File: config.mk
export PLATFORM = sky130hd
export DESIGN_NAME = udp_eth_tx
export DESIGN_NICKNAME = d
export VERILOG_FILES = /design/src/rtl/udp_tx_pkg.sv /design/src/rtl/udp_tx_ifs.sv /design/src/rtl/udp_eth_tx.sv /design/src/rtl/mii_tx_sequencer.sv /design/src/rtl/eth_fcs_crc32.sv /design/src/rtl/udp_frame_builder.sv /design/src/rtl/tx_tick_gen.sv
export SDC_FILE = /design/constraint.sdc
export NUM_CORES = 1
export LEC_CHECK = 0
export BUFFER_PORTS_ARGS = -buffer_cell sky130_fd_sc_hd__clkbuf_2
export CAP_MARGIN = 20
export CORE_MARGIN = 2
export CORE_UTILIZATION = 40
export DETAILED_ROUTE_END_ITERATION = 10
export GPL_ROUTABILITY_DRIVEN = 0
export PLACE_DENSITY_LB_ADDON = 0.2
export SLEW_MARGIN = 25
export SYNTH_ARGS = -nofsm -noshare
export SYNTH_HDL_FRONTEND = slang
export SYNTH_SLANG_ARGS = --single-unit
File: constraint.sdc
create_clock -name clk -period 25 [get_ports clk]
set_input_delay 7.5 -clock clk [delete_from_list [all_inputs] [get_ports clk]]
set_output_delay 7.5 -clock clk [all_outputs]
set_load 0.1 [all_outputs]
File: src/rtl/udp_tx_pkg.sv
`default_nettype none

// Shared types and constants for the UDP over IPv4 Ethernet transmitter
package udp_tx_pkg;

    // Addressing fields as they appear in the headers
    typedef logic [47:0] mac_addr_t;
    typedef logic [31:0] ip_addr_t;
    typedef logic [15:0] udp_port_t;

    // Data units on the frame and on the MII lines
    typedef logic [7:0] octet_t;
    typedef logic [3:0] nibble_t;

    // Running CRC-32 register
    typedef logic [31:0] crc_t;

    // Octet position in a frame, wide enough for 550 octets
    typedef logic [9:0] byte_index_t;

    // Header and trailer lengths in octets
    localparam int ETH_HEADER_BYTES = 14;
    localparam int IP_HEADER_BYTES = 20;
    localparam int UDP_HEADER_BYTES = 8;
    localparam int FCS_BYTES = 4;

    // All three headers together, ahead of the payload
    localparam int FRAME_HEADER_BYTES = ETH_HEADER_BYTES + IP_HEADER_BYTES + UDP_HEADER_BYTES;

    // Preamble plus SFD, counted in nibbles
    localparam int PREAMBLE_NIBBLES = 16;

    // Interframe gap in ticks, which is 12 octet times on MII
    localparam int GAP_TICKS = 24;

    // Ethernet type field for an IPv4 datagram
    localparam logic [15:0] ETHER_TYPE_IPV4 = 16'h0800;

    // Version 4 with a five-word header and no options
    localparam octet_t IP_VERSION_IHL = 8'h45;

    // Type of service asks for high throughput and reliability
    localparam octet_t IP_TOS = 8'h0C;
    localparam octet_t IP_TTL = 8'hFF;

    // Next level protocol is UDP
    localparam octet_t IP_PROTO_UDP = 8'h11;

    // CRC-32 in its reflected form, shifted out towards bit 0
    localparam crc_t CRC_POLY = 32'hEDB88320;
    localparam crc_t CRC_INIT = 32'hFFFFFFFF;

    // Preamble nibbles are 0x5 and the SFD closes with 0xD
    localparam nibble_t PREAMBLE_NIBBLE = 4'h5;
    localparam nibble_t SFD_NIBBLE = 4'hD;

endpackage

`default_nettype wire
File: src/rtl/udp_tx_ifs.sv
`default_nettype none

// Frame handoff from the builder to the sequencer
// The sequencer reads octets by index and gets them back in the same cycle
interface frame_if;
    logic frame_valid;
    logic [9:0] byte_index;
    logic [7:0] byte_data;
    logic frame_done;

    modport builder (
        output frame_valid,
        output byte_data,
        input byte_index,
        input frame_done
    );

    modport sequencer (
        input frame_valid,
        input byte_data,
        output byte_index,
        output frame_done
    );
endinterface

// Nibble feed from the sequencer into the running FCS
interface crc_if;
    logic crc_clear;
    logic nibble_valid;
    logic [3:0] nibble;
    logic [31:0] crc;

    modport sequencer (output crc_clear, output nibble_valid, output nibble, input crc);
    modport crc_unit (input crc_clear, input nibble_valid, input nibble, output crc);
endinterface

`default_nettype wire

File: src/rtl/udp_eth_tx.sv
`default_nettype none

// UDP over IPv4 transmitter on a 10/100 MII transmit path
module udp_eth_tx import udp_tx_pkg::*; #(
    parameter int DATA_BYTES = 18,
    parameter int DIVIDER = 4
) (
    input logic clk,
    input logic reset,
    input logic send,
    input logic [8*DATA_BYTES-1:0] payload,
    input mac_addr_t src_mac,
    input mac_addr_t dest_mac,
    input ip_addr_t src_ip,
    input ip_addr_t dest_ip,
    input udp_port_t src_port,
    input udp_port_t dest_port,
    output logic ready,
    output logic tx_en,
    output nibble_t tx_d
);

    logic tick;

    frame_if frame_bus ();
    crc_if crc_bus ();

    // Nibble-rate enable derived from the system clock
    tx_tick_gen #(
        .DIVIDER(DIVIDER)
    ) u_tick_gen (
        .clk(clk),
        .reset(reset),
        .tick(tick)
    );

    udp_frame_builder #(
        .DATA_BYTES(DATA_BYTES)
    ) u_builder (
        .clk(clk),
        .reset(reset),
        .send(send),
        .payload(payload),
        .src_mac(src_mac),
        .dest_mac(dest_mac),
        .src_ip(src_ip),
        .dest_ip(dest_ip),
        .src_port(src_port),
        .dest_port(dest_port),
        .ready(ready),
        .frame(frame_bus.builder)
    );

    mii_tx_sequencer #(
        .DATA_BYTES(DATA_BYTES)
    ) u_sequencer (
        .clk(clk),
        .reset(reset),
        .tick(tick),
        .frame(frame_bus.sequencer),
        .fcs(crc_bus.sequencer),
        .tx_en(tx_en),
        .tx_d(tx_d)
    );

    eth_fcs_crc32 u_fcs (
        .clk(clk),
        .reset(reset),
        .fcs(crc_bus.crc_unit)
    );

endmodule

`default_nettype wire

File: src/rtl/mii_tx_sequencer.sv
`default_nettype none

// Drives the MII transmit nibbles for one frame per request
module mii_tx_sequencer import udp_tx_pkg::*; #(
    parameter int DATA_BYTES = 18
) (
    input logic clk,
    input logic reset,
    input logic tick,
    frame_if.sequencer frame,
    crc_if.sequencer fcs,
    output logic tx_en,
    output nibble_t tx_d
);

    localparam int FRAME_NIBBLES = 2 * (FRAME_HEADER_BYTES + DATA_BYTES);
    localparam int FCS_NIBBLES = 2 * FCS_BYTES;

    // Wide enough for the longest frame in nibbles
    localparam int COUNT_W = 11;

    typedef enum logic [2:0] {IDLE, PREAMBLE, FRAME, FCS, GAP} tx_state_t;

    tx_state_t state;
    logic [COUNT_W-1:0] count;
    nibble_t frame_nibble;
    nibble_t fcs_nibble;
    crc_t fcs_word;

    // Two nibbles per octet, so the octet index is the count without its low bit
    assign frame.byte_index = count[COUNT_W-1:1];

    // Low nibble of each octet goes first
    assign frame_nibble = count[0] ? frame.byte_data[7:4] : frame.byte_data[3:0];

    // FCS is the complemented CRC, least significant nibble first
    assign fcs_word = ~fcs.crc;
    assign fcs_nibble = fcs_word[4*count[2:0] +: 4];

    // Every frame nibble that goes on the wire also goes into the CRC
    assign fcs.crc_clear = tick && (state == IDLE) && frame.frame_valid;
    assign fcs.nibble_valid = tick && (state == FRAME);
    assign fcs.nibble = frame_nibble;

    always_ff @(posedge clk) begin
        if (reset) begin
            state <= IDLE;
            count <= '0;
            tx_en <= 1'b0;
            tx_d <= '0;
            frame.frame_done <= 1'b0;
        end else begin
            frame.frame_done <= 1'b0;
            if (tick) begin
                case (state)
                    IDLE: if (frame.frame_valid) begin
                        // First preamble nibble goes out on the same tick
                        tx_en <= 1'b1;
                        tx_d <= PREAMBLE_NIBBLE;
                        count <= COUNT_W'(1);
                        state <= PREAMBLE;
                    end
                    PREAMBLE: begin
                        if (count == COUNT_W'(PREAMBLE_NIBBLES - 1)) begin
                            tx_d <= SFD_NIBBLE;
                            count <= '0;
                            state <= FRAME;
                        end else begin
                            tx_d <= PREAMBLE_NIBBLE;
                            count <= count + 1'b1;
                        end
                    end
                    FRAME: begin
                        tx_d <= frame_nibble;
                        if (count == COUNT_W'(FRAME_NIBBLES - 1)) begin
                            count <= '0;
                            state <= FCS;
                        end else begin
                            count <= count + 1'b1;
                        end
                    end
                    FCS: begin
                        // The tick after the last FCS nibble is the first gap tick
                        if (count == COUNT_W'(FCS_NIBBLES)) begin
                            tx_en <= 1'b0;
                            tx_d <= '0;
                            count <= COUNT_W'(1);
                            state <= GAP;
                        end else begin
                            tx_d <= fcs_nibble;
                            count <= count + 1'b1;
                        end
                    end
                    GAP: begin
                        if (count == COUNT_W'(GAP_TICKS)) begin
                            frame.frame_done <= 1'b1;
                            count <= '0;
                            state <= IDLE;
                        end else begin
                            count <= count + 1'b1;
                        end
                    end
                    default: state <= IDLE;
                endcase
            end
        end
    end

    // Line stays quiet outside of the preamble, frame and FCS
    assert property (@(posedge clk) disable iff (reset)
        (state == IDLE || state == GAP) |-> !tx_en)
        else $error("tx_en high while idle or in the gap");

    // The builder must keep the frame steady until this side releases it
    assert property (@(posedge clk) disable iff (reset) (state != IDLE) |-> frame.frame_valid)
        else $error("Frame withdrawn during transmission");

endmodule

`default_nettype wire

File: src/rtl/eth_fcs_crc32.sv
`default_nettype none

// Ethernet FCS, a CRC-32 built up four bits at a time in MII order
module eth_fcs_crc32 import udp_tx_pkg::*; (
    input logic clk,
    input logic reset,
    crc_if.crc_unit fcs
);

    // Bit 0 of the nibble is the first bit on the wire, so it meets bit 0 of the CRC
    function automatic crc_t crc_nibble(input crc_t crc_in, input nibble_t data);
        crc_t c;
        c = crc_in ^ {28'h0, data};
        for (int i = 0; i < 4; i++) begin
            c = c[0] ? ((c >> 1) ^ CRC_POLY) : (c >> 1);
        end
        return c;
    endfunction

    always_ff @(posedge clk) begin
        if (reset) begin
            fcs.crc <= CRC_INIT;
        end else if (fcs.crc_clear) begin
            // A new frame starts from all ones
            fcs.crc <= CRC_INIT;
        end else if (fcs.nibble_valid) begin
            fcs.crc <= crc_nibble(fcs.crc, fcs.nibble);
        end
    end

    // Clearing and feeding in the same cycle would lose a nibble
    assert property (@(posedge clk) disable iff (reset) !(fcs.crc_clear && fcs.nibble_valid))
        else $error("CRC clear and nibble update in the same cycle");

endmodule

`default_nettype wire

File: src/rtl/udp_frame_builder.sv
`default_nettype none

// Captures a send request and serves the finished frame octet by octet
module udp_frame_builder import udp_tx_pkg::*; #(
    parameter int DATA_BYTES = 18
) (
    input logic clk,
    input logic reset,
    input logic send,
    input logic [8*DATA_BYTES-1:0] payload,
    input mac_addr_t src_mac,
    input mac_addr_t dest_mac,
    input ip_addr_t src_ip,
    input ip_addr_t dest_ip,
    input udp_port_t src_port,
    input udp_port_t dest_port,
    output logic ready,
    frame_if.builder frame
);

    localparam int FRAME_BYTES = FRAME_HEADER_BYTES + DATA_BYTES;

    // Length fields are fixed by the payload size
    localparam logic [15:0] IP_TOTAL_LEN = 16'(IP_HEADER_BYTES + UDP_HEADER_BYTES + DATA_BYTES);
    localparam logic [15:0] UDP_LEN = 16'(UDP_HEADER_BYTES + DATA_BYTES);

    typedef enum logic [1:0] {IDLE, CAPTURE, CHECKSUM, HOLD} build_state_t;

    build_state_t state;
    logic send_prev;
    logic start;

    // Held copy of the request
    logic [8*DATA_BYTES-1:0] payload_q;
    mac_addr_t src_mac_q;
    mac_addr_t dest_mac_q;
    ip_addr_t src_ip_q;
    ip_addr_t dest_ip_q;
    udp_port_t src_port_q;
    udp_port_t dest_port_q;

    logic [19:0] header_sum;
    logic [19:0] ip_sum_q;
    logic [16:0] fold_once;
    logic [15:0] fold_twice;
    logic [15:0] ip_checksum_q;
    logic [8*FRAME_HEADER_BYTES-1:0] header_octets;

    // Only a rising edge of send counts, and only while idle
    assign start = send && !send_prev && ready;

    // Identification, flags and offset words are zero and add nothing to the sum
    assign header_sum = 20'({IP_VERSION_IHL, IP_TOS}) + 20'(IP_TOTAL_LEN)
        + 20'({IP_TTL, IP_PROTO_UDP}) + 20'(src_ip_q[31:16]) + 20'(src_ip_q[15:0])
        + 20'(dest_ip_q[31:16]) + 20'(dest_ip_q[15:0]);

    // Two end-around carry folds are enough for eight 16-bit words
    assign fold_once = 17'(ip_sum_q[15:0]) + 17'(ip_sum_q[19:16]);
    assign fold_twice = fold_once[15:0] + 16'(fold_once[16]);

    // Header octets in wire order, first octet in the top bits
    assign header_octets = {dest_mac_q, src_mac_q, ETHER_TYPE_IPV4,
        IP_VERSION_IHL, IP_TOS, IP_TOTAL_LEN, 16'h0000, 16'h0000,
        IP_TTL, IP_PROTO_UDP, ip_checksum_q, src_ip_q, dest_ip_q,
        src_port_q, dest_port_q, UDP_LEN, 16'h0000};

    always_comb begin : select_octet
        int idx;
        idx = int'(frame.byte_index);
        if (idx < FRAME_HEADER_BYTES) begin
            frame.byte_data = header_octets[8*(FRAME_HEADER_BYTES-1-idx) +: 8];
        end else if (idx < FRAME_BYTES) begin
            // The payload's most significant octet goes out first
            frame.byte_data = payload_q[8*(FRAME_BYTES-1-idx) +: 8];
        end else begin
            frame.byte_data = '0;
        end
    end

    always_ff @(posedge clk) begin
        if (reset) begin
            state <= IDLE;
            send_prev <= 1'b1;
            ready <= 1'b1;
            frame.frame_valid <= 1'b0;
        end else begin
            send_prev <= send;
            case (state)
                IDLE: if (start) begin
                    ready <= 1'b0;
                    state <= CAPTURE;
                end
                CAPTURE: state <= CHECKSUM;
                CHECKSUM: begin
                    frame.frame_valid <= 1'b1;
                    state <= HOLD;
                end
                HOLD: if (frame.frame_done) begin
                    // The sequencer has finished the gap so a new request may come in
                    frame.frame_valid <= 1'b0;
                    ready <= 1'b1;
                    state <= IDLE;
                end
                default: state <= IDLE;
            endcase
        end
    end

    always_ff @(posedge clk) begin
        if (start) begin
            payload_q <= payload;
            src_mac_q <= src_mac;
            dest_mac_q <= dest_mac;
            src_ip_q <= src_ip;
            dest_ip_q <= dest_ip;
            src_port_q <= src_port;
            dest_port_q <= dest_port;
        end
        if (state == CAPTURE) begin
            ip_sum_q <= header_sum;
        end
        if (state == CHECKSUM) begin
            ip_checksum_q <= ~fold_twice;
        end
    end

    // The sequencer may only release a frame it was handed
    assert property (@(posedge clk) disable iff (reset) frame.frame_done |-> frame.frame_valid)
        else $error("frame_done seen without a valid frame");

endmodule

`default_nettype wire

File: src/rtl/tx_tick_gen.sv
`default_nettype none

// Divides clk down to one enable pulse per MII nibble time
module tx_tick_gen #(
    parameter int DIVIDER = 4
) (
    input logic clk,
    input logic reset,
    output logic tick
);

    // One spare bit keeps the counter at least one bit wide
    localparam int COUNT_W = $clog2(DIVIDER + 1);

    logic [COUNT_W-1:0] count;

    always_ff @(posedge clk) begin
        if (reset) begin
            count <= '0;
            tick <= 1'b0;
        end else begin
            // Tick follows the wrap by one cycle, so it is a clean register output
            tick <= (count == COUNT_W'(DIVIDER - 1));
            count <= (count == COUNT_W'(DIVIDER - 1)) ? '0 : count + 1'b1;
        end
    end

    // Back-to-back ticks only happen when DIVIDER is below 2
    assert property (@(posedge clk) disable iff (reset) tick |=> !tick)
        else $error("DIVIDER must be at least 2");

endmodule

`default_nettype wire

==> results.cfg, run 1 <==
[drt]
post-route-drc-count = 0
ant_nets = 0
dr.pass1.iters = 5
vias_per_cell = 5.35
vias = 14100
wirelength_mm = 57.7
drtIter0Drc = 974
wl_per_cell_um = 21.9

[grt]
antenna_found_initial = 6
grt-ovfl-total = 0
grt_max_degree = 82
gr-usage-all-layers_pct = 20.5
grt_pass1_wl_mm = 85.8
grt_pass1_vias = 14300

[clocking]
cts_buffers = 48
cts_resized = 0
htreeDepth = 2
cts-hold-fix-buffers = 0
cts_buffer_depth = 3
postCtsSetupBuffers = 0
clk_latency_ns = 0.59
clkTransAtPathRegs_ns = 0.06
cts.sinks = 432
cts_tree = yes
root_buffer = clkbuf_16

[power_and_ir_drop]
p_leak_nw = 9.46
clkPwrFrac_pct = 36.8
ir_drop_mv = 0.0532
switching_power_w = 0.000487
p_int_w = 0.00138
power_w = 0.00187
combPwrFrac_pct = 15.2
p_sw_share_pct = 26.1
powerDensity_nw_per_um2 = 74.4
seqPwrFrac_pct = 47.9

[timing]
max_freq_mhz = 92.4
hold_violations = 0
finalSetupViolations = 0
relSlewSlack_pct = 31.8
hold_slack_ns = 0.436
rsz0062_at_grt = no
drv_slew = 0
fin_crit_sh_pct = 43.3
min_period_ns = 10.83
clock_skew_ns = 0.0205
tightest_slew_ns = 1.02
tns_ns = 0

[yosys]
netlist_top_cells_count = edfxtp_1, inv_1, nand2_1, nor2_1, mux4_2
synth_cell_type_count = 97
synthFlopType = edfxtp_1
synth_adder_area_share_pct = 5.44
synthCells = 1575
synth_top_cell_by_area = edfxtp_1
yosysSeqAreaShare_pct = 58.0
synth-simple-area-share_pct = 9.49
async_flop_share_pct = 0
synth-edff-count = 371
ys_ff_latch = 432
synthXorXnorAreaFrac_pct = 4.12
synth_top_cell_area_share_pct = 52.2
avgSynthCellArea_um2 = 13.5
ys_top_cells_by_area = edfxtp_1, mux4_2, dfxtp_1
synth_compound_area_share_pct = 8.92
synthesis.nets = 1987
synth_top_family_by_area = multiplexers
post-synth-top-count-cell = edfxtp_1
ys_warn_count = 0
synth_area_um2 = 21300
synthMuxAreaShare_pct = 9.91

[die]
ioPinCount = 345
die_area_um2 = 55200
rows = 84
core_um2 = 52700
die_h_um = 235
initial_core_util_pct = 40.5
die_w_um = 235

[setup_path]
worst_setup_path_end_kind = flip-flop
cp.required_ns = 25.20
start_kind = input pin
path_class = input pin to flip-flop
crit_fanout = 81
crit_arrival_ns = 11.03

[final_layout]
synthToLayoutAreaGrowth_pct = 17.7
drive_above_1_share_pct = 28.3
fin_nets = 2324
final_cells = 2639
fillCellCount = 4693
post-route-util_pct = 47.7

[worst_hold_path]
min_path_type = flip-flop to flip-flop

[placed_design]
dp.cells = 2550
io_buffer_count = 344
place_hpwl_mm = 42.8

[job]
max-cap-violations = 0

[run_status]
status = finished, final reports clean
power groups by stage:
stage	Combinational, W	Clock [W]	Sequential, W
6_report	0.000285	0.000689	0.000896
5_1_grt	0.000319	0.000730	0.000901
4_1_cts	0.000287	0.000705	0.000896
3_5_place_dp	0.000285	0	0.000911
3_3_place_gp	0.000280	0	0.000909
2_1_floorplan	0.000201	0	0.000913
per-stage QoR:
stage | setup slack (ns) | cell area, µm²
2_1_floorplan | 8.70 | 21300
3_3_place_gp | 13.62 | 23600
3_5_place_dp | 13.50 | 23600
4_1_cts | 14.12 | 25100
5_1_grt | 13.87 | 25100
6_report | 14.17 | 25100
flip-flops by register name, summed over array words and instances, names as in the netlist, 2 cells and up:
signal,count
u_builder.dest_port_q,16
u_builder.payload_q,144
u_builder.src_port_q,16
u_fcs.fcs.crc,32
u_tick_gen.count,3
u_builder.src_mac_q,48
u_builder.src_ip_q,32
u_builder.state,2
u_sequencer.state,3
u_builder.dest_ip_q,32
u_builder.ip_sum_q,19
u_builder.ip_checksum_q,16
u_builder.dest_mac_q,48
u_sequencer.tx_d,4
u_sequencer.count,11
layer usage:
layer,part of all wire [%],GRT usage [%],up-vias
met5,0.023,0,-
met4,3.2,7.04,2
met3,4.1,3.04,108
met2,53,37.4,362
met1,39,24.7,7020
li1,-,-,6615
final timing paths:
check	from	to	slack, ns	cells past startpoint
worst min-delay path	u_tick_gen.count[0]$_SDFF_PP0_	u_tick_gen.count[0]$_SDFF_PP0_	0.44	1
worst max-delay path	send	u_builder.dest_port_q[0]$_DFFE_PP_	14.17	5
worst min register to register	u_tick_gen.count[0]$_SDFF_PP0_	u_tick_gen.count[0]$_SDFF_PP0_	0.44	1
worst max register to register	u_sequencer.count[2]$_SDFFE_PP0P_	u_fcs.fcs.crc[24]$_SDFFE_PP1P_	19.76	13
cells in the final DEF (no fill, tap or decap), types with 48 or more instances in the layout:
cell,n
edfxtp_1,371
xnor2_1,57
mux2i_1,48
clkbuf_2,344
mux4_2,63
dfxtp_1,59
clkbuf_16,49
nor2_1,100
inv_1,105
nand2_1,101
logic make-up (layout without fill, tap and decap cells):
group | Yosys count | in the layout
compound gates | 271 | 271
xor+xnor | 86 | 86
fa+ha+maj | 73 | 73
buf+inv | 181 | 552
flops | 432 | 432
mux | 126 | 126
other cells | 0 | 5
simple gates | 406 | 406
cell type report:
cell class                 instances  area (µm²)  area share (%)
multi-input combinational        962        8100            32.3
clock inverter                    28         264            1.05
inverter                         107         402            1.60
clock buffer                      56        1250            4.99
antenna                            5        12.5          0.0498
sequential                       432       12400            49.3
timing repair buffer             361        1850            7.36
tap                              688         861            3.43
critical path: stages:
cell	delay (ns)
clkbuf_2	0.08
and3b_4	0.70
buf_4	0.89
buf_4	0.81
buf_4	0.86
Power figures use the tool's default switching activity.
==> run 2: changes to the inputs <==
- clock period: 25 -> 10.1 ns (I/O delays scaled with it)
==> run 2 against run 1 <==
Against the previous run: first-iteration DRC count fell by 5.9%; clock skew increased by 0.0028 ns; die area did not move; wire length fell by 0.15%; worst hold slack gained 0.0092 ns; critical path depth shrank 1; clock power increased by 150%; sequential cell count is the same; critical path type unchanged; largest cell class unchanged.
==> results.cfg, run 2 (synthesis gave the netlist of run 1 again) <==
[die]
die_area_um2 = 55200
initial_core_util_pct = 40.5
core_um2 = 52700
die_w_um = 235
die_h_um = 235
rows = 84
ioPinCount = 345

[worst_hold_path]
whs_endpoint = u_tick_gen.count[0]$_SDFF_PP0_
min_path_type = flip-flop to flip-flop
min-delay-start = u_tick_gen.count[0]$_SDFF_PP0_
whs_path_depth = 1

[placed_design]
place_area_um2 = 23600
place_hpwl_mm = 43.2
io_buffer_count = 344

[timing]
clock_skew_ns = 0.0233
hold_violations = 0
fin_crit_sh_pct = 49.3
relSlewSlack_pct = 31.4
rsz0062_at_grt = no
tightest_slew_ns = 1.03
tns_ns = 0
finalSetupViolations = 0
max_freq_mhz = 201
drv_slew = 0
min_period_ns = 4.98

[final_layout]
synthToLayoutAreaGrowth_pct = 17.6
post-route-util_pct = 47.6
fillCellCount = 4681
drive_above_1_share_pct = 28.1
final_cell_mix = edfxtp_1, clkbuf_2, inv_1
final_common_cell = edfxtp_1
fin_nets = 2322
final_area_um2 = 25100
top_register = u_builder.payload_q
reg.largest.list = u_builder.payload_q (144), u_builder.dest_mac_q (48), u_builder.src_mac_q (48)
largest_reg_flops = 144

[job]
max-cap-violations = 0

[power_and_ir_drop]
power_w = 0.00463
ir_drop_mv = 0.126
p_int_w = 0.00342
seqPwrFrac_pct = 47.9
switching_power_w = 0.00122
clkPwrFrac_pct = 36.8
p_leak_nw = 9.48
powerDensity_nw_per_um2 = 185
combPwrFrac_pct = 15.3
p_sw_share_pct = 26.3

[clocking]
htreeDepth = 2
root_buffer = clkbuf_16
clkTransAtPathRegs_ns = 0.06
cts_buffer_depth = 3
cts_resized = 0
cts_tree = yes
clk_latency_ns = 0.59
cts-hold-fix-buffers = 0
cts.sinks = 432
postCtsSetupBuffers = 0
cts_buffers = 48

[setup_path]
start_kind = input pin
reg2reg_from = u_builder.src_ip_q[16]$_DFFE_PP_
r2r_cells = 19
r2r_setup_slack_ns = 5.16
cp.required_ns = 10.31
path_class = input pin to flip-flop
worst_setup_path_end_kind = flip-flop
r2r_end = u_builder.ip_sum_q[15]$_DFFE_PN_
crit_arrival_ns = 5.19
crit_fanout = 72

[grt]
grt-ovfl-total = 0
grt_pass1_vias = 14400
grt_pass1_wl_mm = 85.9
gr-usage-all-layers_pct = 20.6
antenna_found_initial = 4
grt_max_degree = 73

[drt]
wl_per_cell_um = 21.9
post-route-drc-count = 0
wirelength_mm = 57.7
vias = 14100
vias_per_cell = 5.35
drtIter0Drc = 917
ant_nets = 0
dr.pass1.iters = 5

[run_status]
status = finished, final reports clean
run 2: cell count changes in the layout (fill, tap and decap cells not counted), sizes merged:
cell | before | now
inv | 110 | 113
buf | 17 | 15
clkbuf | 400 | 396
clkinvlp | 8 | 1
diode | 5 | 4
clkinv | 13 | 22
run 2: worst max-delay path, stage by stage:
cell,delay [ns]
clkbuf_2,0.08
and3b_4,0.45
buf_4,0.70
buf_4,0.83
run 2: how the worst max path moves through the flow:
stage	to	startpoint	cells past startpoint
6_report	u_builder.payload_q[131]$_DFFE_PP_	send	4
5_1_grt	u_fcs.fcs.crc[23]$_SDFFE_PP1P_	u_sequencer.count[2]$_SDFFE_PP0P_	13
4_1_cts	u_fcs.fcs.crc[27]$_SDFFE_PP1P_	u_sequencer.count[2]$_SDFFE_PP0P_	13
3_5_place_dp	u_builder.src_port_q[6]$_DFFE_PP_	send	4
3_3_place_gp	u_builder.src_port_q[14]$_DFFE_PP_	send	4
2_1_floorplan	u_builder.ready$_SDFFE_PP1P_	send	5
run 2: through the flow:
stage / hold slack, ns / instances / setup WS (ns)
final: 0.445 / 2637 / 5.12
after global routing: 0.448 / 2637 / 4.88
after CTS: 0.444 / 2633 / 4.96
after detailed placement: 0.428 / 2548 / 4.48
after global placement: 0.415 / 2548 / 4.61
after floorplan: 0.408 / 1575 / 2.05
run 2: power by group through the flow:
stage	Sequential [W]	Combinational [W]	Clock [W]
final	0.00222	0.000711	0.00171
after global routing	0.00223	0.000795	0.00181
after CTS	0.00222	0.000719	0.00174
after detailed placement	0.00226	0.000716	0
after global placement	0.00225	0.000700	0
after floorplan	0.00224	0.000498	0
run 2: layout make-up:
class / instances / area [µm²] / area share (%)
Antenna cell: 4 / 10.0 / 0.0399
Clock buffer: 52 / 1240 / 4.93
Clock inverter: 33 / 275 / 1.10
Inverter: 107 / 402 / 1.60
Multi-Input combinational cell: 962 / 8100 / 32.3
Sequential cell: 432 / 12400 / 49.3
Tap cell: 688 / 861 / 3.43
Timing Repair Buffer: 359 / 1830 / 7.31
run 2: per-layer routing:
layer	routed length, µm	up-vias	track usage, %	part of all wire [%]
li1	-	6625	-	-
met1	22600	6965	24.6	39
met2	30100	397	36.8	52
met3	2800	109	3.34	4.9
met4	2190	0	8.53	3.8
met5	0	-	0	0
